<file path="config.mk">
export PLATFORM = sky130hd
export DESIGN_NAME = apb_imem_port
export DESIGN_NICKNAME = d
export VERILOG_FILES = /design/src/fetch_pkg.sv /design/src/apb_imem_port.sv
export SDC_FILE = /design/constraint.sdc
export NUM_CORES = 1
export LEC_CHECK = 0
export ABC_AREA = 0
export BUFFER_PORTS_ARGS = -buffer_cell sky130_fd_sc_hd__buf_2
export CORE_AREA = 4 4 70 72
export DETAILED_ROUTE_END_ITERATION = 10
export DIE_AREA = 0 0 74 76
export GPL_ROUTABILITY_DRIVEN = 0
export PLACE_DENSITY_LB_ADDON = 0.3
export SYNTH_ARGS = -nofsm -noshare
export SYNTH_HDL_FRONTEND = slang
export SYNTH_SLANG_ARGS = --single-unit
</file>
<file path="constraint.sdc">
create_clock -name clk_i -period 0.82 [get_ports clk_i]
set_input_delay 0.082 -clock clk_i [delete_from_list [all_inputs] [get_ports clk_i]]
set_output_delay 0.082 -clock clk_i [all_outputs]
set_load 0.05 [all_outputs]
</file>
<file path="src/fetch_pkg.sv">
/*
  Shared definitions for the instruction-fetch subsystem.
  Word addresses in memory requests are at most imem_addr_max bits wide,
  so the PC width of the top level must not exceed it.
*/
`default_nettype none

package fetch_pkg;

  // --------------------
  // rv32 widths and opcodes
  localparam int instr_width = 32;
  localparam int apb_addr_width = 32;

  // branch byte offset without its sign bit
  localparam int bimm_width = 12;
  // word offset bits kept per line, sets the precompute adder width
  localparam int lower_width = bimm_width - 2;

  localparam logic [6:0] opcode_branch = 7'b1100011;
  localparam logic [6:0] opcode_jal = 7'b1101111;

  // --------------------
  // backing memory channel
  localparam int imem_addr_max = 16;

  typedef struct packed {
    logic we;
    logic [imem_addr_max-1:0] addr;
    logic [instr_width-1:0] wdata;
  } imem_req_t;

  // read data, valid one cycle after the granted request
  typedef struct packed {
    logic [instr_width-1:0] rdata;
  } imem_rsp_t;

endpackage

`default_nettype wire

</file>
<file path="src/apb_imem_port.sv">
/*
  APB slave to the backing memory, word accesses only, pstrb not supported.
  Unaligned addresses and word addresses of 2**pc_width_p or more give
  pslverr on the first access cycle and leave the memory untouched.
*/
`default_nettype none

module apb_imem_port #(
  parameter int pc_width_p = 14
) (
  input  wire logic clk_i,
  input  wire logic reset_i,
  input  wire logic psel_i,
  input  wire logic penable_i,
  input  wire logic pwrite_i,
  input  wire logic [fetch_pkg::apb_addr_width-1:0] paddr_i,
  input  wire logic [fetch_pkg::instr_width-1:0] pwdata_i,
  output logic [fetch_pkg::instr_width-1:0] prdata_o,
  output logic pready_o,
  output logic pslverr_o,
  output logic req_o,
  output fetch_pkg::imem_req_t req_data_o,
  input  wire logic gnt_i,
  input  wire fetch_pkg::imem_rsp_t rsp_i
);

  import fetch_pkg::*;

  logic access;
  logic addr_err;
  logic done_r;

  assign access = psel_i & penable_i;

  // unaligned or beyond the memory
  assign addr_err = (paddr_i[1:0] != 2'b00) || (|paddr_i[apb_addr_width-1:pc_width_p+2]);

  // one request per access, answered on the cycle after the grant
  assign req_o = access & ~addr_err & ~done_r;

  always_ff @(posedge clk_i) begin
    if (reset_i) begin
      done_r <= 1'b0;
    end else begin
      done_r <= req_o & gnt_i;
    end
  end

  assign req_data_o.we = pwrite_i;
  assign req_data_o.addr = imem_addr_max'(paddr_i[pc_width_p+1:2]);
  assign req_data_o.wdata = pwdata_i;

  assign pready_o = done_r | (access & addr_err);
  assign pslverr_o = access & addr_err;
  assign prdata_o = rsp_i.rdata;

  assert property (@(posedge clk_i) disable iff (reset_i) penable_i |-> psel_i);

endmodule

`default_nettype wire

</file>
==> metrics.md <==
| Metric | Value |
|---|---|
| Register Area | `20.02 sq um` |
| Non-filler cells, final | `approximately 100` |
| Initial antenna violation count | `0` |
| Worst vdd ir | `0.1210 mV` |
| Yosys warnings | `0` |
| Bufs and invs on worst path | `2` |
| Largest regs | `done_r x1` |
| Gr ovfl total | `0` |
| FFs w/ async S/R, synth | `0` |
| Die Span X | `74 microns` |
| Pwr Total | `244.1 uW` |
| Cell accounting for the most synthesized area | `buf_4` |
| DRC violations left | `0` |
| NetSw | `95.13 uW` |
| Vias per cell | `3.564` |
| Hold Crit Start | `rsp_i[17]` |
| R2r startpoint | `done_r$_SDFF_PP0_` |
| Top_reg_cell synth | `dfxtp_1` |
| Top cells by area, synth | `buf_4, nor4_2, dfxtp_1` |
| Final TNS setup | `-1245 ps` |
| Crit start category | `primary input` |
| Worst path most repeated cell | `buf_6` |
| Via Count | `360` |
| Simple-Gate Fraction of Synth Area | `0.1160` |
| Clock skew | `0 ps` |
| Failing checks | `setup timing` |
| Synth Cell Area | `between 700 and 800 sq um` |
| Worst setup EP type | `output pin` |
| First-pass DRT Iterations | `2` |
| Slowest library cell on the worst path | `o31a_2` |
| Pwr dens | `455.8 nW/um^2` |
| Status | `finished, violations left` |
| First DRT Iteration DRCs | `3` |
| Largest net degree at the start of global routing | `5` |
| RSZ-0062 raised after global routing | `true` |
| Number of global-route vias before repair | `between 300 and 400` |
| Critical path startpoint | `paddr_i[21]` |
| Cts hold-fix bufs | `0` |
| Syn avg cell area | `7.675 sq um` |
| CP cell instances | `buf_6 -> nor4_4 -> nand3_2 -> o31a_2 -> buf_6` |
| Max Cap Viol | `0` |
| Leakage | `between 0.0002 and 0.00025 uW` |
| WP data arrival | `about 1100 ps` |
| Synth Register Bits | `1` |
| Post-synthesis cell type count | `14` |
| Placed cells | `100` |
| Sw Ratio | `0.3897` |
| Row count | `24` |
| DRT Wirelength | `between 1500 and 2000 microns` |
| Post-Syn Instances | `97` |
| Hold violation total from the final report | `0` |
| Delay-heaviest family, CP | `simple AND/OR/NAND/NOR gates` |
| Total Nets Final | `153` |
| Worst path max stage delay | `360 ps` |
| Starting Density | `0.1734` |
| Top Ports | `186` |
| Synth Area in Compound Gates | `0.03529` |
| Hold_ws | `164.0 ps` |
| Adder-Cell Fraction of Synth Area | `0` |
| Most frequent cell after synthesis | `buf_4` |
| Largest family of logic cells by synthesized area | `buffers and inverters` |
| Fillers | `500` |
| Final worst slack | `-386.8 ps` |
| Fraction of layout cells with a size suffix above 1 | `0.8571` |
| Worst-Skew Late Latency | `0 ps` |
| Largest register FFs | `1` |
| Die Area | `5624 sq um` |
| Mux share of post-synthesis cell area | `0` |
| Clk pwr share | `0` |
| Internal power | `roughly 150 uW` |
| Antenna-violating nets left | `0` |
| CP required | `740 ps` |
| Sequential share of power | `0.203` |
| XOR/XNOR share of the synthesized area | `0` |
| All-Layer GR Usage | `0.04416` |
| Post-synth EDFFs | `0` |
| Final period utilization | `1.472` |
| Hold Crit Class | `primary input to output pin` |
| Area of the multi-input gates | `between 150 and 200 sq um` |
| DR WL/cell | `15.51 microns` |
| Port bufs | `25` |
| Slew Limit Fails | `0` |
| Seq/Total Area, Yosys | `0.02689` |
| First-pass GRT wire length | `1994 microns` |
| Final core utilization | `0.1247` |
| Min cycle time layout | `roughly 1200 ps` |
| Crit Path Max Fanout | `4` |
| F_max | `0.8286 GHz` |
| Setup Viol. Count Final | `4` |
| Area growth syn-to-layout | `-28.07%` |
| Top post-synthesis cells by count | `buf_4, nor4_2, nor4_1` |
| Comb pwr share | `0.797` |
| Top-area cell type share of the netlist area | `0.8168` |
| Most flop-heavy register | `done_r` |
| Inserted Diodes | `0` |
| Die height | `76 microns` |
| Crit Path Class | `primary input to output pin` |
| Core Box Area | `4294 sq um` |
-- power by group through the flow --
stage	sequential (uW)	clock (uW)	combinational, uW
after floorplan	49.7	0	1110
after global placement	49.7	0	151
after detailed placement	49.7	0	152
after CTS	49.7	0	181
after global routing	49.6	0	206
final	49.6	0	194
-- routing by layer --
| metal | routed length, microns | up-vias | share of wire | track usage |
|---|---|---|---|---|
| li1 | - | 130 | - | - |
| met1 | 250 | 147 | 0.16 | 0.02605 |
| met2 | 780 | 41 | 0.50 | 0.07092 |
| met3 | 305 | 42 | 0.19 | 0.02639 |
| met4 | 230 | 0 | 0.15 | 0.06341 |
| met5 | 0 | - | 0 | 0 |
-- timing repair --
item | 4_1_cts | 5_1_grt
endpoints found under the setup margin | 4 | 4
setup buffers | 1 | 1
pin swaps | 3 | 6
gates cloned | 0 | 0
resized for setup | 12 | 7
endpoints found under the hold margin | 0 | 0
-- area by class of cell --
cell class | instances | share of cell area
multi-input combinational | 16 | 0.3715
timing repair buffer | 32 | 0.4696
tap | 52 | 0.1215
sequential | 1 | 0.03738
-- cells by family (layout without fill, tap and decap cells) --
logic type      Yosys count  in the layout
compound gates            3              3
simple gates             11             11
other cells               1              2
buf+inv                  81             32
flops                     1              1
-- worst reg2reg max path: cells and delay by family, from the launching register on --
kind / cells / cell delay [ps]
buffers and inverters: 1 / 180
flip-flops: 1 / 280
AND/OR/NAND/NOR: 2 / 340
-- cells in the final DEF (no fill, tap or decap) --
| cell type | n |
|---|---|
| dfxtp_1 | 1 |
| buf_6 | 11 |
| buf_2 | 15 |
| o31a_2 | 1 |
| nor2_1 | 1 |
| conb_1 | 2 |
| nand2_2 | 1 |
| nand2b_1 | 1 |
| a21o_1 | 1 |
| nand3_2 | 1 |
| buf_4 | 5 |
| o211a_4 | 1 |
| buf_8 | 1 |
| nand3b_1 | 1 |
| nor3_4 | 1 |
| nor4_4 | 5 |
-- path summary, 6_finish.rpt --
check                                    endpoint  slack, ps  cells past startpoint
worst max register to register  done_r$_SDFF_PP0_        -70                      3
worst min register to register  done_r$_SDFF_PP0_        700                      3
worst min-delay path                 prdata_o[17]        160                      0
worst max-delay path                     pready_o       -390                      5
-- per-stage QoR --
step	instance area (sq um)	setup WS (ps)
2_1_floorplan	800.8	-275.6
3_3_place_gp	427.9	-452.0
3_5_place_dp	427.9	-460.0
4_1_cts	494.2	-405.6
5_1_grt	535.5	-441.4
6_report	535.5	-386.8
No activity file was read; power rests on OpenSTA's default activity.
