==> config.mk <==
export PLATFORM = sky130hd
export DESIGN_NAME = icache
export DESIGN_NICKNAME = d
export VERILOG_FILES = /design/src/fetch_pkg.sv /design/src/icache.sv /design/src/icache_predecode.sv
export SDC_FILE = /design/constraint.sdc
export NUM_CORES = 2
export LEC_CHECK = 0
export BUFFER_PORTS_ARGS = -buffer_cell sky130_fd_sc_hd__buf_4
export CAP_MARGIN = 20
export CORE_AREA = 2 2 580 582
export DETAILED_ROUTE_END_ITERATION = 10
export DIE_AREA = 0 0 582 584
export PLACE_DENSITY = 0.55
export SLEW_MARGIN = 30
export SYNTH_ARGS = -nofsm -noshare
export SYNTH_HDL_FRONTEND = slang
export SYNTH_SLANG_ARGS = --single-unit
==> constraint.sdc <==
create_clock -name clk_i -period 8.3 [get_ports clk_i]
set_input_delay 1.245 -clock clk_i [delete_from_list [all_inputs] [get_ports clk_i]]
set_output_delay 1.245 -clock clk_i [all_outputs]
set_load 0.005 [all_outputs]
==> src/fetch_pkg.sv <==
/*
  Shared definitions for the instruction-fetch subsystem.
  Word addresses in memory requests are at most imem_addr_max bits wide,
  so the PC width of the top level must not exceed it.
*/
`default_nettype none

package fetch_pkg;

  // --------------------
  // rv32 widths and opcodes
  localparam int instr_width = 32;
  localparam int apb_addr_width = 32;

  // branch byte offset without its sign bit
  localparam int bimm_width = 12;
  // word offset bits kept per line, sets the precompute adder width
  localparam int lower_width = bimm_width - 2;

  localparam logic [6:0] opcode_branch = 7'b1100011;
  localparam logic [6:0] opcode_jal = 7'b1101111;

  // --------------------
  // backing memory channel
  localparam int imem_addr_max = 16;

  typedef struct packed {
    logic we;
    logic [imem_addr_max-1:0] addr;
    logic [instr_width-1:0] wdata;
  } imem_req_t;

  // read data, valid one cycle after the granted request
  typedef struct packed {
    logic [instr_width-1:0] rdata;
  } imem_rsp_t;

endpackage

`default_nettype wire

==> src/icache.sv <==
/*
  Direct-mapped instruction cache, one word per line.
  The PC is a word address of pc_width_p bits, pc_width_p > 10.
  The core must hold pc_wen_i low until hit_o before writing a new PC.
  No invalidation: memory writes after fetch starts are not seen.
*/
`default_nettype none

module icache #(
  parameter int pc_width_p = 14,
  parameter int icache_addr_width_p = 6
) (
  input  wire logic clk_i,
  input  wire logic reset_i,
  input  wire logic [pc_width_p-1:0] pc_i,
  input  wire logic pc_wen_i,
  input  wire logic fill_en_i,
  input  wire logic [pc_width_p-1:0] fill_addr_i,
  input  wire logic [fetch_pkg::instr_width-1:0] fill_instr_i,
  output logic [fetch_pkg::instr_width-1:0] instruction_o,
  output logic [pc_width_p-1:0] jump_addr_o,
  output logic [pc_width_p-1:0] pc_r_o,
  output logic hit_o,
  output logic miss_o
);

  import fetch_pkg::*;

  localparam int tag_width_lp = pc_width_p - icache_addr_width_p;
  localparam int high_width_lp = pc_width_p - lower_width;
  localparam int lines_lp = 2 ** icache_addr_width_p;

  typedef struct packed {
    logic sign;
    logic cout;
    logic [lower_width-1:0] lower;
    logic [tag_width_lp-1:0] tag;
    logic [instr_width-1:0] instr;
  } entry_t;

  entry_t mem [lines_lp];
  entry_t fill_entry;
  entry_t rd_entry_r;
  logic [lines_lp-1:0] valid_q;
  logic rd_valid_r;
  logic [pc_width_p-1:0] pc_r;
  logic lookup_r;
  logic reread_r;
  logic rd_en;
  logic [icache_addr_width_p-1:0] rd_idx;
  logic [icache_addr_width_p-1:0] fill_idx;
  logic tag_match;

  assign fill_idx = fill_addr_i[icache_addr_width_p-1:0];
  assign fill_entry.tag = fill_addr_i[pc_width_p-1:icache_addr_width_p];
  assign fill_entry.instr = fill_instr_i;

  icache_predecode predecode (
    .fill_addr_i   (fill_addr_i[lower_width-1:0]),
    .fill_instr_i  (fill_instr_i),
    .lower_target_o(fill_entry.lower),
    .lower_cout_o  (fill_entry.cout),
    .lower_sign_o  (fill_entry.sign)
  );

  // --------------------
  // array access
  // read the new pc on a write, re-read pc_r right after a fill
  assign rd_en = pc_wen_i | reread_r;
  assign rd_idx = pc_wen_i ? pc_i[icache_addr_width_p-1:0] : pc_r[icache_addr_width_p-1:0];

  always_ff @(posedge clk_i) begin
    if (fill_en_i) begin
      mem[fill_idx] <= fill_entry;
    end
    if (rd_en) begin
      rd_entry_r <= mem[rd_idx];
    end
  end

  always_ff @(posedge clk_i) begin
    if (reset_i) begin
      valid_q <= '0;
      rd_valid_r <= 1'b0;
      pc_r <= '0;
      lookup_r <= 1'b0;
      reread_r <= 1'b0;
    end else begin
      if (fill_en_i) begin
        valid_q[fill_idx] <= 1'b1;
      end
      if (rd_en) begin
        rd_valid_r <= valid_q[rd_idx];
      end
      if (pc_wen_i) begin
        pc_r <= pc_i;
        lookup_r <= 1'b1;
      end
      reread_r <= fill_en_i;
    end
  end

  assign tag_match = rd_valid_r && (rd_entry_r.tag == pc_r[pc_width_p-1:icache_addr_width_p]);
  assign hit_o = lookup_r & tag_match;
  assign miss_o = lookup_r & ~tag_match;

  // --------------------
  // target reconstruction
  logic [high_width_lp-1:0] pc_high;
  logic [high_width_lp-1:0] high_out;

  assign pc_high = pc_r[pc_width_p-1:lower_width];

  // negative offset without carry borrows, positive with carry increments
  always_comb begin
    case ({rd_entry_r.sign, rd_entry_r.cout})
      2'b01: high_out = pc_high + 1'b1;
      2'b10: high_out = pc_high - 1'b1;
      default: high_out = pc_high;
    endcase
  end

  assign jump_addr_o = {high_out, rd_entry_r.lower};
  assign instruction_o = rd_entry_r.instr;
  assign pc_r_o = pc_r;

  // refill only runs while the core waits for a hit
  assert property (@(posedge clk_i) disable iff (reset_i) !(fill_en_i && pc_wen_i));

endmodule

`default_nettype wire

==> src/icache_predecode.sv <==
/*
  Low part of the branch or JAL target, computed when a line is filled.
  JAL offsets beyond +-4 KiB are truncated to the branch range, so the
  reconstructed target is only correct inside that range.
*/
`default_nettype none

module icache_predecode (
  input  wire logic [fetch_pkg::lower_width-1:0] fill_addr_i,
  input  wire logic [fetch_pkg::instr_width-1:0] fill_instr_i,
  output logic [fetch_pkg::lower_width-1:0] lower_target_o,
  output logic lower_cout_o,
  output logic lower_sign_o
);

  import fetch_pkg::*;

  logic [6:0] opcode;
  logic is_branch;
  logic is_jal;
  logic [lower_width-1:0] offset;
  logic sign;
  logic [lower_width:0] sum;

  assign opcode = fill_instr_i[6:0];
  assign is_branch = (opcode == opcode_branch);
  assign is_jal = (opcode == opcode_jal);

  // word offset, i.e. byte immediate bits [11:2], plus its sign
  always_comb begin
    offset = '0;
    sign = 1'b0;
    if (is_branch) begin
      sign = fill_instr_i[31];
      offset = {fill_instr_i[7], fill_instr_i[30:25], fill_instr_i[11:9]};
    end else if (is_jal) begin
      // imm[11] sits at bit 20, imm[10:2] at bits 30:22
      sign = fill_instr_i[31];
      offset = {fill_instr_i[20], fill_instr_i[30:22]};
    end
  end

  // unsigned add, the sign is folded back in at read time
  assign sum = {1'b0, fill_addr_i} + {1'b0, offset};

  always_comb begin
    if (is_branch || is_jal) begin
      lower_target_o = sum[lower_width-1:0];
      lower_cout_o = sum[lower_width];
      lower_sign_o = sign;
    end else begin
      lower_target_o = '0;
      lower_cout_o = 1'b0;
      lower_sign_o = 1'b0;
    end
  end

endmodule

`default_nettype wire

==> impl_metrics.yaml <==
logic_synthesis:
  synth_top_area_frac: 0.763
  synth-seq-area-share: 0.775
  synthFlopType: "edfxtp_1"
  syn_area_um2: 133000
  synth.avg_cell_area_um2: 20.2
  synth_edf_count: 3380
  async_flop_share: 0
  ys_top_cells_by_area: "edfxtp_1, mux4_2, nand2_1, dfxtp_1, a31oi_1"
  synthCells: 6585
  ys_seq_elements: 3461
  yosysUniqueCellTypes: 50
  syn-num-nets: 6664
  synth_top_area_cell: "edfxtp_1"
  yosys_warnings: 0
floorplanning:
  die_area_um2: 340000
  initial_core_util: 0.400
  pin_count: 126
  num_rows: 212
  fp.dieH_um: 584
  die_w_um: 582
  core_region_area_um2: 333000
job:
  cap_violations: 0
worst_setup_path:
  crit_family: "compound AO/OA/AOI/OAI gates"
  end_kind: "register"
  cpMaxStageDelayCell: "nor3_1"
  crit-reg2reg-launch: "pc_r_o[0]$_SDFFE_PP0P_"
  arrival_ps: 6110
  crit_path_cell_trace: "buf_4 -> nand2_1 -> nor2_1 -> nand3_1 -> nor3_1 -> mux2i_1 -> nor2_1 -> ha_1 -> fa_1 -> a21o_1 -> a21oi_1 -> o21bai_1 -> a21oi_1 -> o21ai_0 -> a211oi_1 -> nor2_4 -> buf_16"
  path_class: "in -> reg"
  startpoint: "fill_instr_i[6]"
  crit_required_ps: 8910
  cp-start-kind: "input pin"
  critPathMaxStageDelay_ps: 670
  path_buf_inv: 2
  cp_max_fo: 65
power_and_ir_drop:
  peakVddDrop_mv: 0.160
  p_leak_uw: 0.0461
  finalPower_uw: 37000
  p_per_area_nw_per_um2: 244
drt:
  first_iter_violations: 8512
  antenna_left: 0
  dr_total_vias: 69500
  viasPerCell: 6.03
  routed_wl_um: 401000
  dr.pass1.iters: 6
  wl_per_cell_um: 34.8
  drc: 0
sta:
  setup_tns_ps: 0
  fin_worst_skew_ps: 57.4
  period_share: 0.662
  setup_viol: 0
  max_freq_mhz: 182
  rsz0062_at_grt: "false"
  hold_slack_ps: 473
  tightest_slew_ps: 1070
  finalHoldViolCount: 0
  layout_min_cycle_time_ps: 5490
  drv_slew: 0
  setup_slack_ps: 2810
  max-slew-margin-rel: 0.287
clock_network:
  cts_root_buffer: "clkbuf_16"
  cts_inserted_buffers: 359
  h-tree-depth: 5
  worstSkewPairLatency_ps: 910
  holdBufCountCts: 0
  cts.sinks: 3461
  clock_path_buffers: 4
  cts_resized: 0
  cts_tree: "built"
  post-cts-setup-buffer-count: 0
  cts.clk_slew.worst_paths_ps: 60
grt:
  antenna_found_initial: 29
  grt_pass1_vias: 68700
  grt_pass1_wl_um: 556000
  grt_start_max_net_pins: 138
  grt_overflow_total: 0
  grt_usage: 0.234
placed_design:
  io_buffers: 125
  hpwl_um: 195000
  gp_congestion: 0.753
  post-place-ws_ps: 1970
layout:
  fillCellCount: 28000
  layout-drive-gt1-share: 0.240
  final_nets: 6925
  area_delta_synth_final_pct: 13.9
  final_core_util: 0.455
outcome:
  outcome: "completed"
worst_hold_path:
  hold_path_class: "reg -> reg"
  hp-start: "valid_q[15]$_SDFFE_PP0P_"
==> per-stage QoR <==
| step | area (µm²) | cells |
|---|---|---|
| after floorplan | 133000 | 6585 |
| after global placement | 140000 | 10900 |
| after detailed placement | 140000 | 10900 |
| after CTS | 151000 | 11500 |
| after global routing | 151000 | 11500 |
| final | 151000 | 11500 |
==> cell families (layout without fill, tap and decap cells) <==
group	after synthesis	count (layout)	synth area share
xor+xnor	20	20	0.00132
simple gates	1517	1517	0.0481
flops	3461	3461	0.775
fa+ha+maj	15	15	0.00152
buf+inv	426	961	0.0152
other cells	0	10	0
mux	852	852	0.142
compound gates	294	294	0.0168
==> layout make-up <==
type                       instances  area [µm²]  area share
antenna                           10        25.0    0.000165
inverter                           8        32.5    0.000215
multi-input combinational       2698       28600       0.189
tap                             4387        5490      0.0362
clock buffer                     466        9560      0.0631
timing repair buffer             318        3390      0.0224
clock inverter                   169        1290     0.00854
sequential                      3461      103000       0.681
==> synth_stat cells, drive strengths merged, types with 14 or more instances <==
cell and n:
mux2i 20, buf 203, edfxtp 3380, and3 153, dfxtp 81, a221o 49, a32o 49, mux4 827
nand3 179, a21oi 14, clkbuf 215, nor2 232, a31oi 154, nand2 914
==> state kept, by name, summed over array words and instances, names as in the netlist <==
register       flops
reread_r           1
instruction_o     32
lookup_r           1
mem             3328
rd_entry_r        10
jump_addr_o       10
pc_r_o            14
rd_valid_r         1
valid_q           64
==> tightest hold or removal path, cell delays in order, from the launching register on <==
cell	delay, ps
dfxtp_1	330
nor2_1	50
nor2_1	60
==> where the power goes <==
part | switching, µW | total, µW | internal [µW]
logic | 1480 | 2350 | 878
registers | 99.9 | 19400 | 19300
clock network | 6650 | 15200 | 8580
total | 8230 | 37000 | 28800
==> path summary, 6_finish.rpt <==
| check | endpoint | slack [ps] | cells after the start |
|---|---|---|---|
| setup / recovery | mem[32][50]$_DFFE_PP_ | 2810 | 17 |
| hold / removal | valid_q[15]$_SDFFE_PP0P_ | 470 | 2 |
| setup reg to reg | instruction_o[24]$_DFFE_PP_ | 4260 | 8 |
| hold reg to reg | valid_q[15]$_SDFFE_PP0P_ | 470 | 2 |
==> per-layer routing <==
layer	routed length (µm)	up-vias	GRT usage
li1	-	27300	-
met3	30900	644	0.0318
met4	12700	2	0.0739
met2	193000	3232	0.380
met5	13	-	0
met1	164000	38300	0.330
==> cells in the final DEF, fill, tap and decap left out, types with 5 or more instances in the layout <==
cell type	netlist	routed
nor2b_1	5	5
mux4_2	827	827
ha_1	13	13
xnor2_1	7	7
clkbuf_1	215	96
dfxtp_1	81	81
and3_1	153	153
nor2_1	232	158
bufinv_16	0	15
a32o_1	49	49
edfxtp_1	3380	3380
xor2_1	13	13
clkinv_2	0	64
inv_6	0	9
buf_16	0	20
nand3_1	179	179
inv_1	8	7
a31oi_1	154	154
a221o_1	49	49
clkinvlp_4	0	7
a21o_1	5	5
clkbuf_16	0	366
clkinv_1	0	66
mux2i_1	20	17
a21oi_1	14	14
diode_2	0	10
nor2_4	0	74
buf_4	63	249
buf_12	0	48
nand2_1	914	914
and2_1	10	7
Note: power is estimated with default switching activity, not from simulation.
