## src/fetch_pkg.sv

```systemverilog
/*
  Shared definitions for the instruction-fetch subsystem.
  Word addresses in memory requests are at most imem_addr_max bits wide,
  so the PC width of the top level must not exceed it.
*/
`default_nettype none

package fetch_pkg;

  // --------------------
  // rv32 widths and opcodes
  localparam int instr_width = 32;
  localparam int apb_addr_width = 32;

  // branch byte offset without its sign bit
  localparam int bimm_width = 12;
  // word offset bits kept per line, sets the precompute adder width
  localparam int lower_width = bimm_width - 2;

  localparam logic [6:0] opcode_branch = 7'b1100011;
  localparam logic [6:0] opcode_jal = 7'b1101111;

  // --------------------
  // backing memory channel
  localparam int imem_addr_max = 16;

  typedef struct packed {
    logic we;
    logic [imem_addr_max-1:0] addr;
    logic [instr_width-1:0] wdata;
  } imem_req_t;

  // read data, valid one cycle after the granted request
  typedef struct packed {
    logic [instr_width-1:0] rdata;
  } imem_rsp_t;

endpackage

`default_nettype wire

```

## src/imem_refill.sv

```systemverilog
/*
  One word is read from the backing memory per miss.
  The cache is written in the cycle the read data returns, and miss_i
  is ignored until the cache has re-read the filled line.
*/
`default_nettype none

module imem_refill #(
  parameter int pc_width_p = 14
) (
  input  wire logic clk_i,
  input  wire logic reset_i,
  input  wire logic miss_i,
  input  wire logic [pc_width_p-1:0] pc_i,
  output logic req_o,
  output fetch_pkg::imem_req_t req_data_o,
  input  wire logic gnt_i,
  input  wire fetch_pkg::imem_rsp_t rsp_i,
  output logic fill_en_o,
  output logic [pc_width_p-1:0] fill_addr_o,
  output logic [fetch_pkg::instr_width-1:0] fill_instr_o
);

  import fetch_pkg::*;

  // s_data covers both waiting for the data and writing it
  typedef enum logic [1:0] {s_idle, s_req, s_data, s_settle} state_e;

  state_e state_r;
  logic [pc_width_p-1:0] miss_pc_r;

  always_ff @(posedge clk_i) begin
    if (reset_i) begin
      state_r <= s_idle;
    end else begin
      case (state_r)
        s_idle: if (miss_i) state_r <= s_req;
        s_req: if (gnt_i) state_r <= s_data;
        s_data: state_r <= s_settle;
        default: state_r <= s_idle;
      endcase
    end
  end

  always_ff @(posedge clk_i) begin
    if (state_r == s_idle && miss_i) begin
      miss_pc_r <= pc_i;
    end
  end

  assign req_o = (state_r == s_req);
  assign req_data_o.we = 1'b0;
  assign req_data_o.addr = imem_addr_max'(miss_pc_r);
  assign req_data_o.wdata = '0;

  assign fill_en_o = (state_r == s_data);
  assign fill_addr_o = miss_pc_r;
  assign fill_instr_o = rsp_i.rdata;

  // the re-read after a fill must find the line
  assert property (@(posedge clk_i) disable iff (reset_i)
    state_r == s_settle |=> !miss_i);

endmodule

`default_nettype wire

```

## config.mk

```make
export PLATFORM = sky130hd
export DESIGN_NAME = imem_refill
export DESIGN_NICKNAME = d
export VERILOG_FILES = /design/src/fetch_pkg.sv /design/src/imem_refill.sv
export SDC_FILE = /design/constraint.sdc
export NUM_CORES = 1
export LEC_CHECK = 0
export BUFFER_PORTS_ARGS = -buffer_cell sky130_fd_sc_hd__buf_2
export CORE_MARGIN = 10
export CORE_UTILIZATION = 29
export DETAILED_ROUTE_END_ITERATION = 6
export HOLD_SLACK_MARGIN = 0.15
export PLACE_DENSITY_LB_ADDON = 0.2
export SYNTH_ARGS = -nofsm -noshare
export SYNTH_HDL_FRONTEND = slang
export SYNTH_SLANG_ARGS = --single-unit
```

## constraint.sdc

```tcl
create_clock -name clk_i -period 1.57 [get_ports clk_i]
set_clock_uncertainty 0.2 [all_clocks]
set_input_delay 0.0785 -clock clk_i [delete_from_list [all_inputs] [get_ports clk_i]]
set_output_delay 0.0785 -clock clk_i [all_outputs]
set_load 0.05 [all_outputs]
```

==> results of run 1 <==
## kinds of logic (layout without fill, tap and decap cells)
logic type               Yosys count  after routing  synth area share (%)
adder cells (fa/ha/maj)            3              3                  3.17
multiplexers                       1              1                 0.846
AO/OA/AOI/OAI                      2              2                  1.27
flip-flops                        16             16                  38.9
buffers and inverters             85            105                  52.6
other                              1             35                 0.317
AND/OR/NAND/NOR                    5              5                  2.85
## worst min-delay path, cell delays in order (launching register included)
cell,delay (ps)
dfxtp_1,320
nand2_1,60
mux2i_1,60
## where the power goes
group          leakage [nW]  internal [mW]  switching, mW
registers             0.150          0.581         0.0443
clock network        0.0228          0.179          0.127
logic                 0.578          0.301           1.07
total                 0.750           1.06           1.24
## state kept, by name, indices dropped and copies added (netlist names)
register	flops
state_r	2
fill_addr_o	14
## metrics by stage
step                setup slack (ps)  power [mW]
global placement                 165        1.75
finish                           118        2.31
floorplan                       36.2        1.90
detailed placement               119        1.76
global route                    33.3        2.43
CTS                              109        2.34
## final cells by class
class / count / area (sq um)
fillers: 396 / 2410
flip-flops and latches: 16 / 460
multi-input cells: 46 / 233
clock buffers: 4 / 45.0
repair buffers: 97 / 746
inverters: 4 / 15.0
well taps: 50 / 62.6
## worst paths after layout
check	slack (ps)	end	start
hold / removal	290	state_r[1]	state_r[1]
setup / recovery	120	state_r[0]	state_r[0]
hold reg to reg	290	state_r[1]	state_r[1]
setup reg to reg	120	state_r[0]	state_r[0]
## Yosys cell counts
master,number
a21oi_1,1
and2_1,1
buf_4,81
conb_1,1
dfxtp_1,2
edfxtp_1,14
ha_1,3
inv_1,4
mux2i_1,1
nand2_1,2
nor2b_4,1
o211a_1,1
or3_1,1
## per-layer routing
metal | global-route usage (%) | wire [um]
met3 | 6.05 | 522
met5 | 0 | 0
met4 | 0.913 | 0
met1 | 7.35 | 1030
met2 | 16.1 | 1780
## timing repair
| item | CTS | global route |
|---|---|---|
| endpoints found under the hold margin | 48 | 0 |
| hold buffers | 49 | 0 |
| buffers inserted | 0 | 0 |
| resized for setup | 0 | 0 |
==> impl_metrics.yaml, run 1 <==
global_routing:
  grt_util_all_layers_pct: 8.55
  antenna_found_initial: 0
  grt_pass1_vias: 959
  grt_pass1_wl_mm: 5.02
  grt_remaining_overflow: 0
  grt_max_degree: 15
worst_hold_path:
  holdPathStages: 2
  holdCritPathClass: "register to register"
timing:
  hold_viol: 0
  slew_headroom_pct: 65.1
  tightest_slew_ps: 522
  post-route-period-util_pct: 92.5
  fmax_mhz: 689
  finalCriticalPeriod_ps: 1450
  finalSetupTns_ps: 0
  final-setup-viol-count: 0
  slew_violations: 0
  rsz0062_at_grt: "no"
  whs_ps: 287
drt:
  drt_first_pass_iters: 4
  routed_wl_mm: 3.33
  vias_per_cell: 3.51
  drt-wirelength-per-cell_um: 15.4
  remaining_drc_errors: 0
  drt_first_iter_violations: 12
  ant_nets: 0
  num_vias: 762
cts:
  clock_tree.root_cell: "clkbuf_8"
  cts.sinks: 16
  clock_latency_ps: 240
  htree_levels: 1
  cts_tree: "built"
  clkTransAtPathRegs_ps: 60
  cts_buffer_depth: 2
  numCtsBuffers: 3
critical_path:
  r2r_cells: 4
  cp.arrival_ps: 1390
  critPathSlowestCell: "or3_1"
  path_cells: "inv_1 > ha_1 > or3_1 > o211a_1"
  cp_max_fo: 3
  worstPathRequired_ps: 1510
  critPathCaptureType: "register"
  path_buf_inv: 1
  slowest_delay_ps: 370
  path_class: "register to register"
  path_delay_family: "simple AND/OR/NAND/NOR gates"
  crit_cells: 4
  start_kind: "register"
placed_design:
  dp.final_hpwl_mm: 2.15
  dpl.cell_count: 164
  portBuffers: 47
  placed_area_sq_um: 1030
  gp_congestion: 0.720
cells_and_area:
  drive_above_1_share_pct: 32.3
  final_cell_mix: "dlygate4sd3_1 (49), buf_2 (47), conb_1 (35)"
  stdcell_area_sq_um: 1560
  fin_cells: 217
  fin_nets: 221
  syn_to_final_growth_pct: 31.9
  n_antenna_cell: 0
  mostFrequentLayoutCell: "dlygate4sd3_1"
  fin_util_pct: 39.3
run_status:
  status: "complete, no violations"
flow_run:
  cap_violations: 0
yosys:
  synth_area_sq_um: 1180
  yosysUniqueCellTypes: 13
  syn_area_per_cell_sq_um: 10.5
  synth_seq_cells: 16
  synth_top_area_share_pct: 51.4
  yosysWarnings: 0
  synthTopCellsByArea: "buf_4 (51%), edfxtp_1 (36%), dfxtp_1 (3.4%)"
  ys_seq_area_share_pct: 38.9
  synth_cells: 113
  yosysTopAreaCell: "buf_4"
floorplanning:
  die_h_um: 83.9
  std_cell_rows: 23
  start_util_pct: 29.8
  core_area_sq_um: 3970
  io_pins: 147
  dieArea_sq_um: 7040
  fp.dieW_um: 83.9
power_and_ir_drop:
  leakage_nw: 0.750
  powerDensity_nw_per_um2: 1480
  peakVddDrop_uv: 520
(Power assumes the default switching activity.)
==> run 2, diff against run 1 <==
REMOVE_ABC_BUFFERS = 1   (was unset)
==> impl_metrics.yaml, run 2 (synthesis gave the netlist of run 1 again) <==
timing:
  post-route-period-util_pct: 96.0
  tightest_slew_ps: 579
  slew_violations: 0
  finalCriticalPeriod_ps: 1510
  slew_headroom_pct: 61.3
  final-setup-viol-count: 0
  hold_viol: 0
  rsz0062_at_grt: "no"
  fmax_mhz: 663
  finalSetupTns_ps: 0
cells_and_area:
  syn_to_final_growth_pct: 31.2
  n_antenna_cell: 0
  drive_above_1_share_pct: 31.3
  final_cell_mix: "dlygate4sd3_1 (49), buf_2 (47), conb_1 (35)"
  fin_nets: 221
  mostFrequentLayoutCell: "dlygate4sd3_1"
  stdcell_area_sq_um: 1550
  largest_reg_flops: 14
placed_design:
  portBuffers: 47
  dp.final_hpwl_mm: 2.76
  gp_congestion: 0.696
  placed_area_sq_um: 1020
floorplanning:
  dieArea_sq_um: 7040
  fp.dieW_um: 83.9
  std_cell_rows: 23
  die_h_um: 83.9
  core_area_sq_um: 3970
  io_pins: 147
  start_util_pct: 29.8
power_and_ir_drop:
  intPower_mw: 1.05
  swShare_pct: 54.5
  clkPwrFrac_pct: 12.8
  power.net_switching_mw: 1.26
  powerDensity_nw_per_um2: 1490
  p_seq_share_pct: 27.0
  leakage_nw: 0.752
  power_frac_comb_pct: 60.3
  peakVddDrop_uv: 392
cts:
  ctsHoldBuffers: 49
  clkTransAtPathRegs_ps: 60
  htree_levels: 1
  clock_latency_ps: 240
  clock_tree.root_cell: "clkbuf_8"
  numCtsBuffers: 3
  cts_tree: "built"
  cts_buffer_depth: 2
  cts.sinks: 16
  post_cts_resized: 0
  post_cts_buffers: 0
critical_path:
  r2r_cells: 5
  cp_max_fo: 3
  rrSetupSlack_ps: 60
  r2r_end: "state_r[0]"
  path_class: "register to register"
  worstReg2RegStart: "state_r[1]"
  worstPathRequired_ps: 1510
  critPathLaunch: "state_r[1]"
  crit_end: "state_r[0]"
  start_kind: "register"
  critPathCaptureType: "register"
  cp.arrival_ps: 1440
global_routing:
  grt_max_degree: 15
  grt_util_all_layers_pct: 11.4
  grt_pass1_wl_mm: 6.28
  antenna_found_initial: 0
  grt_pass1_vias: 955
  grt_remaining_overflow: 0
drt:
  routed_wl_mm: 4.38
  remaining_drc_errors: 0
  drt_first_iter_violations: 42
  ant_nets: 0
  vias_per_cell: 3.66
  drt_first_pass_iters: 3
  drt-wirelength-per-cell_um: 20.3
  num_vias: 790
flow_run:
  cap_violations: 0
worst_hold_path:
  holdCritPathClass: "register to register"
run_status:
  status: "complete, no violations"
run 2: critical path, stage by stage, from the launching register on:
cell and delay, ps:
dfxtp_1 360, inv_1 80, ha_1 200, nor2b_4 130
or3_1 310, o211a_1 130
run 2: how the worst min path moves through the flow:
stage	from	end	depth (start not counted)
floorplan	rsp_i[0]	fill_instr_o[0]	0
global placement	rsp_i[20]	fill_instr_o[20]	0
detailed placement	rsp_i[20]	fill_instr_o[20]	0
CTS	state_r[1]	state_r[1]	2
global route	pc_i[1]	fill_addr_o[1]	2
finish	state_r[1]	state_r[1]	2
run 2: power by group through the flow:
| stage | logic (mW) | registers (mW) | clock network, mW |
|---|---|---|---|
| after floorplan | 0.410 | 1.10 | 0 |
| after global placement | 1.11 | 0.626 | 0 |
| after detailed placement | 1.12 | 0.630 | 0 |
| after CTS | 1.39 | 0.623 | 0.310 |
| after global routing | 1.44 | 0.636 | 0.331 |
| final | 1.39 | 0.623 | 0.295 |
run 2: final cells by class:
cell class	instances	area, sq um
Sequential cell	16	460
Inverter	4	15.0
Tap cell	50	62.6
Timing Repair Buffer	97	746
Clock buffer	3	41.3
Fill cell	386	2420
Multi-Input combinational cell	46	228
run 2: metal layers:
| metal | vias up | wire length, um | GRT usage (%) |
|---|---|---|---|
| li1 | 345 | - | - |
| met1 | 344 | 1870 | 13.7 |
| met2 | 93 | 1780 | 15.1 |
| met3 | 8 | 670 | 7.91 |
| met4 | 0 | 64 | 4.57 |
| met5 | - | 0 | 0 |
run 2: stage by stage:
step                hold slack, ps  power [mW]  worst slack, ps  cells  utilization [%]
floorplan                    -43.0        1.51             -103     66                -
global placement             -42.3        1.74              159    164             25.7
detailed placement           -42.3        1.75             78.8    164             25.7
CTS                            302        2.33             59.2    216             39.1
global route                   340        2.41             8.21    216             39.1
finish                         299        2.31             62.6    216             39.1
==> run 3, diff against run 2 <==
RECOVER_POWER = 50   (was unset)
==> impl_metrics.yaml, run 3 (synthesis gave the netlist of run 1 again) <==
critical_path:
  critPathSlowestCell: "dfxtp_1"
  critPathCaptureType: "register"
  path_buf_inv: 1
  cp_max_fo: 3
  cp.arrival_ps: 1440
  path_cells: "inv_1 > ha_1 > nor2b_4 > or3_1 > o211a_1"
  slowest_delay_ps: 360
  path_class: "register to register"
  worstPathRequired_ps: 1500
  start_kind: "register"
  path_delay_family: "simple AND/OR/NAND/NOR gates"
power_and_ir_drop:
  leakage_nw: 0.675
  intPower_mw: 1.01
  p_seq_share_pct: 27.6
  p_total_mw: 2.28
  power.net_switching_mw: 1.26
  powerDensity_nw_per_um2: 1500
  clkPwrFrac_pct: 12.9
  power_frac_comb_pct: 59.5
  peakVddDrop_uv: 391
  swShare_pct: 55.5
global_routing:
  grt_pass1_vias: 955
  grt_max_degree: 15
  antenna_found_initial: 0
  grt_remaining_overflow: 0
  grt_util_all_layers_pct: 11.4
  grt_pass1_wl_mm: 6.28
flow_run:
  cap_violations: 0
drt:
  ant_nets: 0
  remaining_drc_errors: 0
  routed_wl_mm: 4.41
  num_vias: 791
  drt_first_iter_violations: 45
  vias_per_cell: 3.66
  drt_first_pass_iters: 3
  drt-wirelength-per-cell_um: 20.4
timing:
  finalSetupTns_ps: 0
  tightest_slew_ps: 615
  rsz0062_at_grt: "no"
  fmax_mhz: 663
  hold_viol: 0
  slew_headroom_pct: 59.2
  final-setup-viol-count: 0
  slew_violations: 0
  post-route-period-util_pct: 96.0
  finalCriticalPeriod_ps: 1510
floorplanning:
  die_h_um: 83.9
  core_area_sq_um: 3970
  io_pins: 147
  dieArea_sq_um: 7040
  fp.dieW_um: 83.9
  std_cell_rows: 23
  start_util_pct: 29.8
cts:
  cts_buffer_depth: 2
  cts_tree: "built"
  clock_latency_ps: 240
  htree_levels: 1
  cts.sinks: 16
  post_cts_resized: 0
  post_cts_buffers: 0
  numCtsBuffers: 3
  clock_tree.root_cell: "clkbuf_8"
  clkTransAtPathRegs_ps: 60
worst_hold_path:
  holdCritPathClass: "register to register"
run_status:
  status: "complete, no violations"
cells_and_area:
  drive_above_1_share_pct: 14.5
  fin_nets: 221
  fillCellCount: 396
  mostFrequentLayoutCell: "dlygate4sd3_1"
  syn_to_final_growth_pct: 28.2
  largest_reg_flops: 14
  final_cell_mix: "dlygate4sd3_1 (49), conb_1 (35), clkbuf_1 (28)"
  n_antenna_cell: 0
placed_design:
  portBuffers: 47
  dp.final_hpwl_mm: 2.76
  gp_congestion: 0.696
## run 3: what timing repair did
item | in CTS | in global routing
endpoints found under the setup margin | 0 | 0
hold endpoints to repair | 48 | 0
hold buffers | 49 | 0
## run 3: layer usage
metal  track usage [%]  wire length (um)  vias to the layer above
met5                 0                 0                        -
met4              4.57                64                        0
met3              7.91               603                        8
met2              15.1              1780                       93
met1              13.7              1960                      344
li1                  -                 -                      346
## run 3: worst paths after layout
| path | from | endpoint | slack [ps] | cells after the start |
|---|---|---|---|---|
| setup / recovery | state_r[1] | state_r[0] | 60 | 5 |
| hold / removal | state_r[1] | state_r[1] | 300 | 2 |
| setup reg to reg | state_r[1] | state_r[0] | 60 | 5 |
| hold reg to reg | state_r[1] | state_r[1] | 300 | 2 |
## run 3: per-stage QoR
stage / worst slack [ps] / area [sq um] / hold slack [ps] / util (%) / cells
3_3_place_gp: 159 / 1020 / -42.3 / 25.7 / 164
5_1_grt: 8.21 / 1520 / 340 / 38.2 / 216
3_5_place_dp: 78.8 / 1020 / -42.3 / 25.7 / 164
4_1_cts: 59.2 / 1550 / 302 / 39.1 / 216
6_report: 62.1 / 1520 / 299 / 38.2 / 216
2_1_floorplan: -103 / 703 / -43.0 / - / 66
## run 3: area by class of cell
class	count	area, sq um	area share, %
Sequential cell	16	460	30.3
Timing Repair Buffer	97	711	46.8
Clock buffer	3	41.3	2.72
Multi-Input combinational cell	46	228	15.0
Tap cell	50	62.6	4.12
Inverter	4	15.0	0.989
## run 3: power by group through the flow
stage | Combinational (mW) | Sequential, mW | Clock [mW]
4_1_cts | 1.39 | 0.623 | 0.310
2_1_floorplan | 0.410 | 1.10 | 0
5_1_grt | 1.41 | 0.639 | 0.331
3_3_place_gp | 1.11 | 0.626 | 0
6_report | 1.36 | 0.628 | 0.294
3_5_place_dp | 1.12 | 0.630 | 0
## run 3: worst reg2reg max path, stage by stage (launching register included)
cell and delay [ps]:
dfxtp_1 360, inv_1 80, ha_1 200, nor2b_4 130
or3_1 310, o211a_1 130
