[config.mk]
export PLATFORM = sky130hd
export DESIGN_NAME = imem_arbiter
export DESIGN_NICKNAME = d
export VERILOG_FILES = /design/src/fetch_pkg.sv /design/src/imem_arbiter.sv
export SDC_FILE = /design/constraint.sdc
export NUM_CORES = 1
export LEC_CHECK = 0
export BUFFER_PORTS_ARGS = -buffer_cell sky130_fd_sc_hd__buf_2
export CAP_MARGIN = 40
export CORE_MARGIN = 2
export CORE_UTILIZATION = 21
export DETAILED_ROUTE_END_ITERATION = 10
export PLACE_DENSITY = 0.78
export REMOVE_ABC_BUFFERS = 1
export SLEW_MARGIN = 20
export SYNTH_ARGS = -nofsm -noshare
export SYNTH_HDL_FRONTEND = slang
export SYNTH_SLANG_ARGS = --single-unit
[constraint.sdc]
create_clock -name clk_i -period 0.95 [get_ports clk_i]
set_input_delay 0 -clock clk_i [delete_from_list [all_inputs] [get_ports clk_i]]
set_output_delay 0 -clock clk_i [all_outputs]
set_load 0.01 [all_outputs]
[src/fetch_pkg.sv]
/*
  Shared definitions for the instruction-fetch subsystem.
  Word addresses in memory requests are at most imem_addr_max bits wide,
  so the PC width of the top level must not exceed it.
*/
`default_nettype none

package fetch_pkg;

  // --------------------
  // rv32 widths and opcodes
  localparam int instr_width = 32;
  localparam int apb_addr_width = 32;

  // branch byte offset without its sign bit
  localparam int bimm_width = 12;
  // word offset bits kept per line, sets the precompute adder width
  localparam int lower_width = bimm_width - 2;

  localparam logic [6:0] opcode_branch = 7'b1100011;
  localparam logic [6:0] opcode_jal = 7'b1101111;

  // --------------------
  // backing memory channel
  localparam int imem_addr_max = 16;

  typedef struct packed {
    logic we;
    logic [imem_addr_max-1:0] addr;
    logic [instr_width-1:0] wdata;
  } imem_req_t;

  // read data, valid one cycle after the granted request
  typedef struct packed {
    logic [instr_width-1:0] rdata;
  } imem_rsp_t;

endpackage

`default_nettype wire

[src/imem_arbiter.sv]
/*
  Two-way round-robin arbiter for the single memory port.
  Grants are combinational; requesters hold their request until granted.
*/
`default_nettype none

module imem_arbiter (
  input  wire logic clk_i,
  input  wire logic reset_i,
  input  wire logic refill_req_i,
  input  wire fetch_pkg::imem_req_t refill_data_i,
  output logic refill_gnt_o,
  input  wire logic apb_req_i,
  input  wire fetch_pkg::imem_req_t apb_data_i,
  output logic apb_gnt_o,
  output logic mem_v_o,
  output fetch_pkg::imem_req_t mem_req_o
);

  // set when the apb port was served last
  logic last_apb_r;

  // on contention the requester not served last wins
  assign refill_gnt_o = refill_req_i & (~apb_req_i | last_apb_r);
  assign apb_gnt_o = apb_req_i & (~refill_req_i | ~last_apb_r);

  always_ff @(posedge clk_i) begin
    if (reset_i) begin
      last_apb_r <= 1'b0;
    end else if (apb_gnt_o) begin
      last_apb_r <= 1'b1;
    end else if (refill_gnt_o) begin
      last_apb_r <= 1'b0;
    end
  end

  assign mem_v_o = refill_gnt_o | apb_gnt_o;
  assign mem_req_o = apb_gnt_o ? apb_data_i : refill_data_i;

  // a requester refused once is served on the next cycle
  assert property (@(posedge clk_i) disable iff (reset_i)
    apb_req_i && !apb_gnt_o |=> apb_gnt_o);
  assert property (@(posedge clk_i) disable iff (reset_i)
    refill_req_i && !refill_gnt_o |=> refill_gnt_o);

endmodule

`default_nettype wire

==> flow_summary_export.csv, run 1 <==
group,metric,value,unit
outcome,status,"complete, but fails checks",
outcome,violations,"setup timing",
drt,drt-initial-drc-count,22,
final_layout,multiInputGateArea,624,um^2
sta,max_freq,819,MHz
drt,drt-pass1-iter-count,2,
final_layout,stdcell_count,257,
synthesis,synth-compound-area-share,3.51,%
synthesis,synth_cell_types,10,
global_routing,grt_use_total,12.5,%
final_layout,drive_gt1_share,96.2,%
drt,drtAntennaViolNets,0,
worst_setup_path,max_stage_delay,0.36,ns
worst_setup_path,end_kind,"output pin",
final_layout,syn_to_final_growth,131,%
sta,hold_violations,0,
placed_design,placed_area,0.00150,mm^2
pwr,p_leak,0.891,nW
synthesis,yosysWarnings,0,
global_routing,grt_pass1_vias,944,
synthesis,muxShareOfSynthArea,81.4,%
worst_setup_path,cp_max_fo,28,
sta,tns,-12.15,ns
drt,drcViolationCount,0,
clock_network,postCtsHoldBufs,0,
sta,whs,0.162,ns
placed_design,place_congestion,0.762,
synthesis,syn_area,678,um^2
floorplan,io_pins,154,
worst_setup_path,cp_cell_sequence,"a21boi_4, buf_12, mux2_2, buf_2",
floorplan,die_w,60.8,um
final_layout,reg.largest.list,"last_apb_r x1",
final_layout,largest_reg_flops,1,
sta,max_slew_margin,87.3,%
floorplan,dieArea,0.00370,mm^2
placed_design,dp_hpwl,2740,um
worst_setup_path,cp.arrival,1.22,ns
pwr,peakVddDrop,0.250,mV
sta,rsz0062_at_grt,"true",
final_layout,layout_common_cells,"buf_2 (146), mux2_2 (39), buf_6 (7)",
drt,wl_per_cell,11.8,um
synthesis,synthAdderAreaFrac,0,%
sta,fin_crit_sh,129,%
drt,vias_per_cell,4.29,
final_layout,layout_commonest_cell,"buf_2",
worst_setup_path,start_kind,"flip-flop",
worst_setup_path,crit_path_top_delay_cell,"mux2_2",
floorplan,initial_utilization,22.2,%
sta,maxSlewViolCount,0,
worst_setup_path,crit_type,"reg -> out",
hold_path,min_path_type,"in -> reg",
clock_network,path_clk_slew,0,ns
final_layout,fillerInstances,304,
synthesis,syn_avg_cell_area,11.1,um^2
sta,min_period,1.22,ns
final_layout,fin_nets,317,
worst_setup_path,required,0.95,ns
worst_setup_path,reg2regPathDepth,3,
global_routing,grt_max_degree,29,
final_layout,area.sequential,21.3,um^2
global_routing,grt_pass1_wl,3690,um
synthesis,synthSimpleGateAreaFrac,3.87,%
global_routing,antenna_found_initial,0,
clock_network,post_cts_buffers,0,
synthesis,ys_ff_latch,1,
drt,drt-total-wl,3020,um
synthesis,netlist_instances,61,
floorplan,core_area,0.00305,mm^2
sta,layout_setup_ws,-0.271,ns
hold_path,hold-path-cell-count,2,
final_layout,design_area,0.00157,mm^2
final_layout,n_antenna_cell,0,
sta,fin_worst_skew,0,ns
clock_network,clk_latency,0,ns
final_layout,max_flop_register,"last_apb_r",
drt,num_vias,1103,
sta,tightest_slew,0.190,ns
sta,setup_viol,49,
pwr,powerDensity,566,mW/mm^2
synthesis,yosysSeqAreaShare,2.95,%
placed_design,portBuffers,153,
placed_design,place_inst,257,
synthesis,synth-xor-area-share,0,%
floorplan,placementRows,20,
floorplan,die_h,60.8,um
synthesis,synth_top_family_by_area,"multiplexers",
run,maxCapViolCount,0,
global_routing,grt-ovfl-total,0,
-- worst max-delay path, delay by kind of cell, from the launching register on --
family                 cells  cell delay, ns
flip-flops                 1            0.31
AO/OA/AOI/OAI              1            0.20
buffers and inverters      2            0.35
multiplexers               1            0.36
-- through the flow --
stage	util (%)	total power, mW	worst slack (ns)
2_1_floorplan	-	0.422	-0.767
3_3_place_gp	49.1	0.825	-0.273
3_5_place_dp	49.1	0.839	-0.302
4_1_cts	49.8	0.862	-0.285
5_1_grt	51.3	0.954	-0.313
6_report	51.3	0.886	-0.271
-- cell families (layout without fill, tap and decap cells) --
logic type,count (synthesis),in the layout
compound gates,2,2
buf+inv,5,157
flops,1,1
mux,49,49
simple gates,4,4
-- cell type report --
cell class                      count  area share [%]
Multi-Input combinational cell     55            39.9
Sequential cell                     1            1.36
Tap cell                           44            3.52
Timing Repair Buffer              157            55.2
-- routing by layer --
metal	GRT usage, %	vias up	share of wire [%]	routed length [um]
li1	-	534	-	-
met1	13.7	479	33	990
met2	26.1	90	53	1600
met3	1.71	0	14	436
met4	0.621	0	0	0
met5	0	-	0	0
-- synthesized netlist by cell type, drive strengths merged --
master  instances  area, um^2
or2b            1        7.51
buf             5        56.3
a21boi          1        18.8
and2            1        6.26
or2             1        6.26
mux2           49         552
a21oi           1        5.00
dfxtp           1        20.0
nand2b          1        6.26
-- path summary, 6_finish.rpt --
check / slack [ns] / startpoint / end
setup / recovery: -0.27 / last_apb_r$_SDFFE_PP0P_ / mem_req_o[17]
hold / removal: 0.16 / reset_i / last_apb_r$_SDFFE_PP0P_
hold reg to reg: 0.61 / last_apb_r$_SDFFE_PP0P_ / last_apb_r$_SDFFE_PP0P_
setup reg to reg: 0.07 / last_apb_r$_SDFFE_PP0P_ / last_apb_r$_SDFFE_PP0P_
-- timing repair --
item | CTS | global route
endpoints found under the hold margin | 0 | 0
gates resized for setup | 5 | 9
cloned | 0 | 0
setup endpoints to repair | 50 | 50
pin swaps | 0 | 1
-- power by group --
| group | internal, mW | total (mW) | switching, mW |
|---|---|---|---|
| logic | 0.512 | 0.836 | 0.324 |
| registers | 0.0467 | 0.0501 | 0.00332 |
| clock network | 0 | 0 | 0 |
Note: power is estimated with default switching activity, not from simulation.
==> run 2, diff against run 1 <==
Settings changed: ABC_AREA set to 0, RECOVER_POWER set to 50.
==> run 2 against run 1 <==
The flow still finishes with violations (setup timing). Hold slack stayed put. Combinational power about the same. Fmax did not move. Sequential cell count unchanged. Sequential power is essentially flat. Via count unchanged. Core utilization about the same. Register-to-register slack about the same. Cell count stayed put. Sequential share of layout area about the same. Critical path type unchanged. Highest routed layer unchanged.
==> flow_summary_export.csv, run 2 (same netlist as run 1, synthesis figures left out) <==
group,metric,value,unit
global_routing,antenna_found_initial,0,
final_layout,layout_commonest_cell,"buf_2",
outcome,violations,"setup timing",
final_layout,n_antenna_cell,0,
floorplan,dieArea,0.00370,mm^2
global_routing,grt_pass1_vias,944,
floorplan,placementRows,20,
global_routing,grt-ovfl-total,0,
worst_setup_path,cp.arrival,1.22,ns
sta,whs,0.162,ns
global_routing,grt_pass1_wl,3690,um
drt,drt-total-wl,3030,um
sta,setup_viol,49,
sta,maxSlewViolCount,0,
global_routing,grt.met1_usage,13.7,%
sta,tightest_slew,0.190,ns
drt,drcViolationCount,0,
sta,max_freq,819,MHz
final_layout,drive_gt1_share,95.8,%
global_routing,grt_max_degree,29,
worst_setup_path,start_kind,"flip-flop",
placed_design,place_congestion,0.762,
final_layout,fin_nets,317,
pwr,powerDensity,566,mW/mm^2
worst_setup_path,end_kind,"output pin",
clock_network,clk_latency,0,ns
global_routing,grt_use_total,12.5,%
worst_setup_path,required,0.95,ns
pwr,p_leak,0.889,nW
final_layout,design_area,0.00156,mm^2
sta,rsz0062_at_grt,"true",
final_layout,fin_util,51.2,%
floorplan,die_h,60.8,um
floorplan,initial_utilization,22.2,%
global_routing,use_met3,1.71,%
final_layout,fillerInstances,305,
final_layout,layout_common_cells,"buf_2 (145), mux2_2 (39), buf_6 (7)",
placed_design,dp_hpwl,2740,um
worst_setup_path,cp_max_fo,28,
drt,drt-initial-drc-count,22,
final_layout,syn_to_final_growth,131,%
clock_network,path_clk_slew,0,ns
final_layout,largest_reg_flops,1,
drt,wl_per_cell,11.8,um
outcome,status,"complete, but fails checks",
worst_setup_path,reg2reg_from,"last_apb_r$_SDFFE_PP0P_",
sta,min_period,1.22,ns
hold_path,hold-path-cell-count,2,
global_routing,top_usage_layer,"met2",
hold_path,min_path_type,"in -> reg",
final_layout,reg.largest.list,"last_apb_r x1",
clock_network,post_cts_buffers,0,
floorplan,io_pins,154,
hold_path,holdPathEnd,"last_apb_r$_SDFFE_PP0P_",
placed_design,portBuffers,153,
drt,num_vias,1103,
sta,fin_worst_skew,0,ns
sta,fin_crit_sh,129,%
run,maxCapViolCount,0,
global_routing,gr-usage-met2,26.1,%
pwr,peakVddDrop,0.250,mV
floorplan,core_area,0.00305,mm^2
placed_design,placed_area,0.00150,mm^2
worst_setup_path,crit_type,"reg -> out",
worst_setup_path,reg2reg_to,"last_apb_r$_SDFFE_PP0P_",
hold_path,min_from,"reset_i",
worst_setup_path,ff2ff_setup_slack,0.07,ns
sta,max_slew_margin,87.3,%
worst_setup_path,reg2regPathDepth,3,
sta,hold_violations,0,
sta,layout_setup_ws,-0.271,ns
drt,drt-pass1-iter-count,2,
floorplan,die_w,60.8,um
drt,vias_per_cell,4.29,
drt,drtAntennaViolNets,0,
final_layout,max_flop_register,"last_apb_r",
run 2: cell types whose count changed in the layout (fill, tap and decap cells not counted), sizes merged:
cell	delta
clkbuf	+1
buf	-1
run 2: through the flow:
step | power, mW | std cells | TNS, ns | setup slack (ns)
2_1_floorplan | 0.422 | 56 | -37.82 | -0.767
3_3_place_gp | 0.825 | 257 | -11.77 | -0.273
3_5_place_dp | 0.839 | 257 | -13.45 | -0.302
4_1_cts | 0.862 | 257 | -12.53 | -0.285
5_1_grt | 0.954 | 257 | -14.03 | -0.313
6_report | 0.886 | 257 | -12.15 | -0.271
run 2: how the worst max path moves through the flow:
stage               depth (start not counted)                    start             to  slack, ns
finish                                      4  last_apb_r$_SDFFE_PP0P_  mem_req_o[17]      -0.27
global route                                4  last_apb_r$_SDFFE_PP0P_  mem_req_o[17]      -0.31
CTS                                         4  last_apb_r$_SDFFE_PP0P_  mem_req_o[17]      -0.28
detailed placement                          4  last_apb_r$_SDFFE_PP0P_  mem_req_o[17]      -0.30
global placement                            4  last_apb_r$_SDFFE_PP0P_  mem_req_o[45]      -0.27
floorplan                                   2  last_apb_r$_SDFFE_PP0P_   mem_req_o[0]      -0.77
run 2: critical path: stages (launching register included):
cell and delay (ns):
dfxtp_2 0.31, a21boi_4 0.20, buf_12 0.21, mux2_2 0.36
buf_2 0.14
run 2: repair_timing:
action,in CTS,in global routing
endpoints found under the setup margin,50,50
gates resized for setup,5,9
hold buffers,0,0
pin swaps,0,1
run 2: cell type report:
type	count	area, um^2	area share (%)
multi-input cells	55	624	39.9
flip-flops and latches	1	21.3	1.36
well taps	44	55.1	3.52
repair buffers	157	863	55.2
run 2: per-layer routing:
metal	routed length (um)	part of all wire [%]
met4	0	0
met5	0	0
met1	991	33
met3	437	14
met2	1600	53
run 2: report_power, final:
part	leakage (nW)	switching, mW	internal (mW)
sequential	0.00860	0.00332	0.0467
combinational	0.880	0.325	0.511
clock	0	0	0
==> run 3, diff against run 2 <==
Settings changed: CORE_AREA set to 2 2 59 61, CORE_MARGIN 2 to not set, CORE_UTILIZATION 21 to not set, DIE_AREA set to 0 0 61 63, PLACE_DENSITY 0.78 to 0.76.
Clock period 0.95 ns to 1.6 ns, I/O delays scaled along.
==> run 3 against run 2 <==
The flow now finishes without violations. Die area rose by 3.9%. Sequential cell count is the same. Power shrank 46%. Core utilization fell by 6.6 points. Clock skew stayed put. Hold slack worse by 0.00084 ns. Wire length fell by 3.6%. Design area decreased by 7.7%. Register-to-register slack improved by 0.78 ns. Critical path depth unchanged. Critical endpoint is now mem_req_o[39]. Largest power group unchanged.
==> flow_summary_export.csv, run 3 (same netlist as run 1, synthesis figures left out) <==
group,metric,value,unit
global_routing,grt_use_total,13.4,%
clock_network,postCtsHoldBufs,0,
floorplan,dieArea,0.00384,mm^2
clock_network,clk_latency,0,ns
pwr,seqPwrFrac,6.2,%
final_layout,largest_reg_flops,1,
drt,drt-pass1-iter-count,2,
pwr,power.switching,0.189,mW
final_layout,fin_util,44.7,%
sta,tns,0,ns
placed_design,portBuffers,153,
sta,layout_setup_ws,0.291,ns
sta,tightest_slew,0.259,ns
worst_setup_path,reg2reg_to,"last_apb_r$_SDFFE_PP0P_",
final_layout,layout_common_cells,"buf_2 (130), mux2_2 (45), clkbuf_1 (23)",
worst_setup_path,start_kind,"flip-flop",
pwr,p_leak,0.773,nW
final_layout,fin_nets,315,
drt,drt-total-wl,2920,um
pwr,powerDensity,329,mW/mm^2
clock_network,post_cts_buffers,0,
placed_design,dp_hpwl,2620,um
drt,vias_per_cell,4.18,
worst_setup_path,reg2reg_from,"last_apb_r$_SDFFE_PP0P_",
final_layout,n_antenna_cell,0,
global_routing,grt_max_degree,30,
final_layout,max_flop_register,"last_apb_r",
placed_design,place_congestion,0.849,
pwr,intPower,0.285,mW
sta,fin_worst_skew,0,ns
sta,fin_crit_sh,81.8,%
global_routing,grt_pass1_vias,1027,
worst_setup_path,end_kind,"output pin",
final_layout,fillerInstances,344,
drt,drtAntennaViolNets,0,
placed_design,pre_cts_slack,0.284,ns
sta,rsz0062_at_grt,"false",
outcome,status,"finished clean",
sta,min_period,1.31,ns
final_layout,drive_gt1_share,84.8,%
clock_network,cts_resized,0,
worst_setup_path,crit_type,"reg -> out",
clock_network,path_clk_slew,0,ns
floorplan,initial_utilization,21.0,%
hold_path,holdPathEnd,"last_apb_r$_SDFFE_PP0P_",
drt,num_vias,1075,
hold_path,hold-path-cell-count,2,
pwr,peakVddDrop,0.157,mV
sta,whs,0.161,ns
floorplan,placementRows,21,
final_layout,syn_to_final_growth,113,%
global_routing,grt-ovfl-total,0,
sta,hold_violations,0,
final_layout,multiInputGateArea,602,um^2
sta,maxSlewViolCount,0,
final_layout,area.sequential,20.0,um^2
drt,wl_per_cell,11.4,um
floorplan,die_h,63,um
worst_setup_path,reg2regPathDepth,2,
worst_setup_path,cp_max_fo,21,
sta,max_freq,764,MHz
pwr,clockPowerShare,0,%
worst_setup_path,ff2ff_setup_slack,0.85,ns
hold_path,min_from,"reset_i",
sta,max_slew_margin,82.8,%
floorplan,io_pins,154,
global_routing,grt_pass1_wl,4220,um
final_layout,layout_commonest_cell,"buf_2",
pwr,sw_frac_of_total,39.9,%
drt,drcViolationCount,0,
floorplan,core_area,0.00323,mm^2
placed_design,placed_area,0.00147,mm^2
floorplan,die_w,61,um
pwr,comb_power_share,93.8,%
worst_setup_path,cp.arrival,1.31,ns
worst_setup_path,required,1.60,ns
final_layout,design_area,0.00144,mm^2
sta,setup_viol,0,
drt,drt-initial-drc-count,30,
run,maxCapViolCount,0,
hold_path,min_path_type,"in -> reg",
global_routing,antenna_found_initial,0,
final_layout,reg.largest.list,"last_apb_r x1",
-- run 3: cell count changes in the layout (fill, tap and decap cells not counted), moves of 6 or more --
cell      previous run  this run
buf_2              145       130
buf_6                7         0
clkbuf_1             1        23
mux2_2              39        45
mux2_4               6         0
-- run 3: worst max-delay path by stage --
stage / from / to / slack [ns] / depth (start not counted)
3_3_place_gp: last_apb_r$_SDFFE_PP0P_ / mem_req_o[39] / 0.31 / 4
3_5_place_dp: last_apb_r$_SDFFE_PP0P_ / mem_req_o[39] / 0.28 / 4
4_1_cts: last_apb_r$_SDFFE_PP0P_ / mem_req_o[39] / 0.28 / 4
6_report: last_apb_r$_SDFFE_PP0P_ / mem_req_o[39] / 0.29 / 4
5_1_grt: last_apb_r$_SDFFE_PP0P_ / mem_req_o[42] / 0.21 / 4
2_1_floorplan: last_apb_r$_SDFFE_PP0P_ / mem_req_o[0] / -0.12 / 2
-- run 3: metrics by stage --
stage,instances,total power [mW]
after CTS,257,0.492
after global routing,257,0.514
final,257,0.475
after detailed placement,257,0.490
after floorplan,56,0.251
after global placement,257,0.481
-- run 3: area by class of cell --
type / instances / area share [%]
Timing Repair Buffer: 155 / 52.9
Multi-Input combinational cell: 55 / 41.7
Sequential cell: 1 / 1.39
Tap cell: 46 / 3.99
-- run 3: worst max-delay path, stage by stage, from the launching register on --
cell	delay (ns)
dfxtp_1	0.32
a21boi_4	0.17
buf_4	0.30
mux2_2	0.38
buf_2	0.14
-- run 3: metal layers --
layer  global-route usage [%]  share of wire (%)
met1                     15.7                 37
met2                     26.5                 54
met3                     1.04                8.5
met4                    0.815               0.55
met5                        0                  0
-- run 3: power groups by stage --
stage	Sequential [mW]	Clock, mW	Combinational (mW)
2_1_floorplan	0.0292	0	0.221
3_3_place_gp	0.0293	0	0.452
3_5_place_dp	0.0295	0	0.460
4_1_cts	0.0295	0	0.462
5_1_grt	0.0298	0	0.484
6_report	0.0294	0	0.445
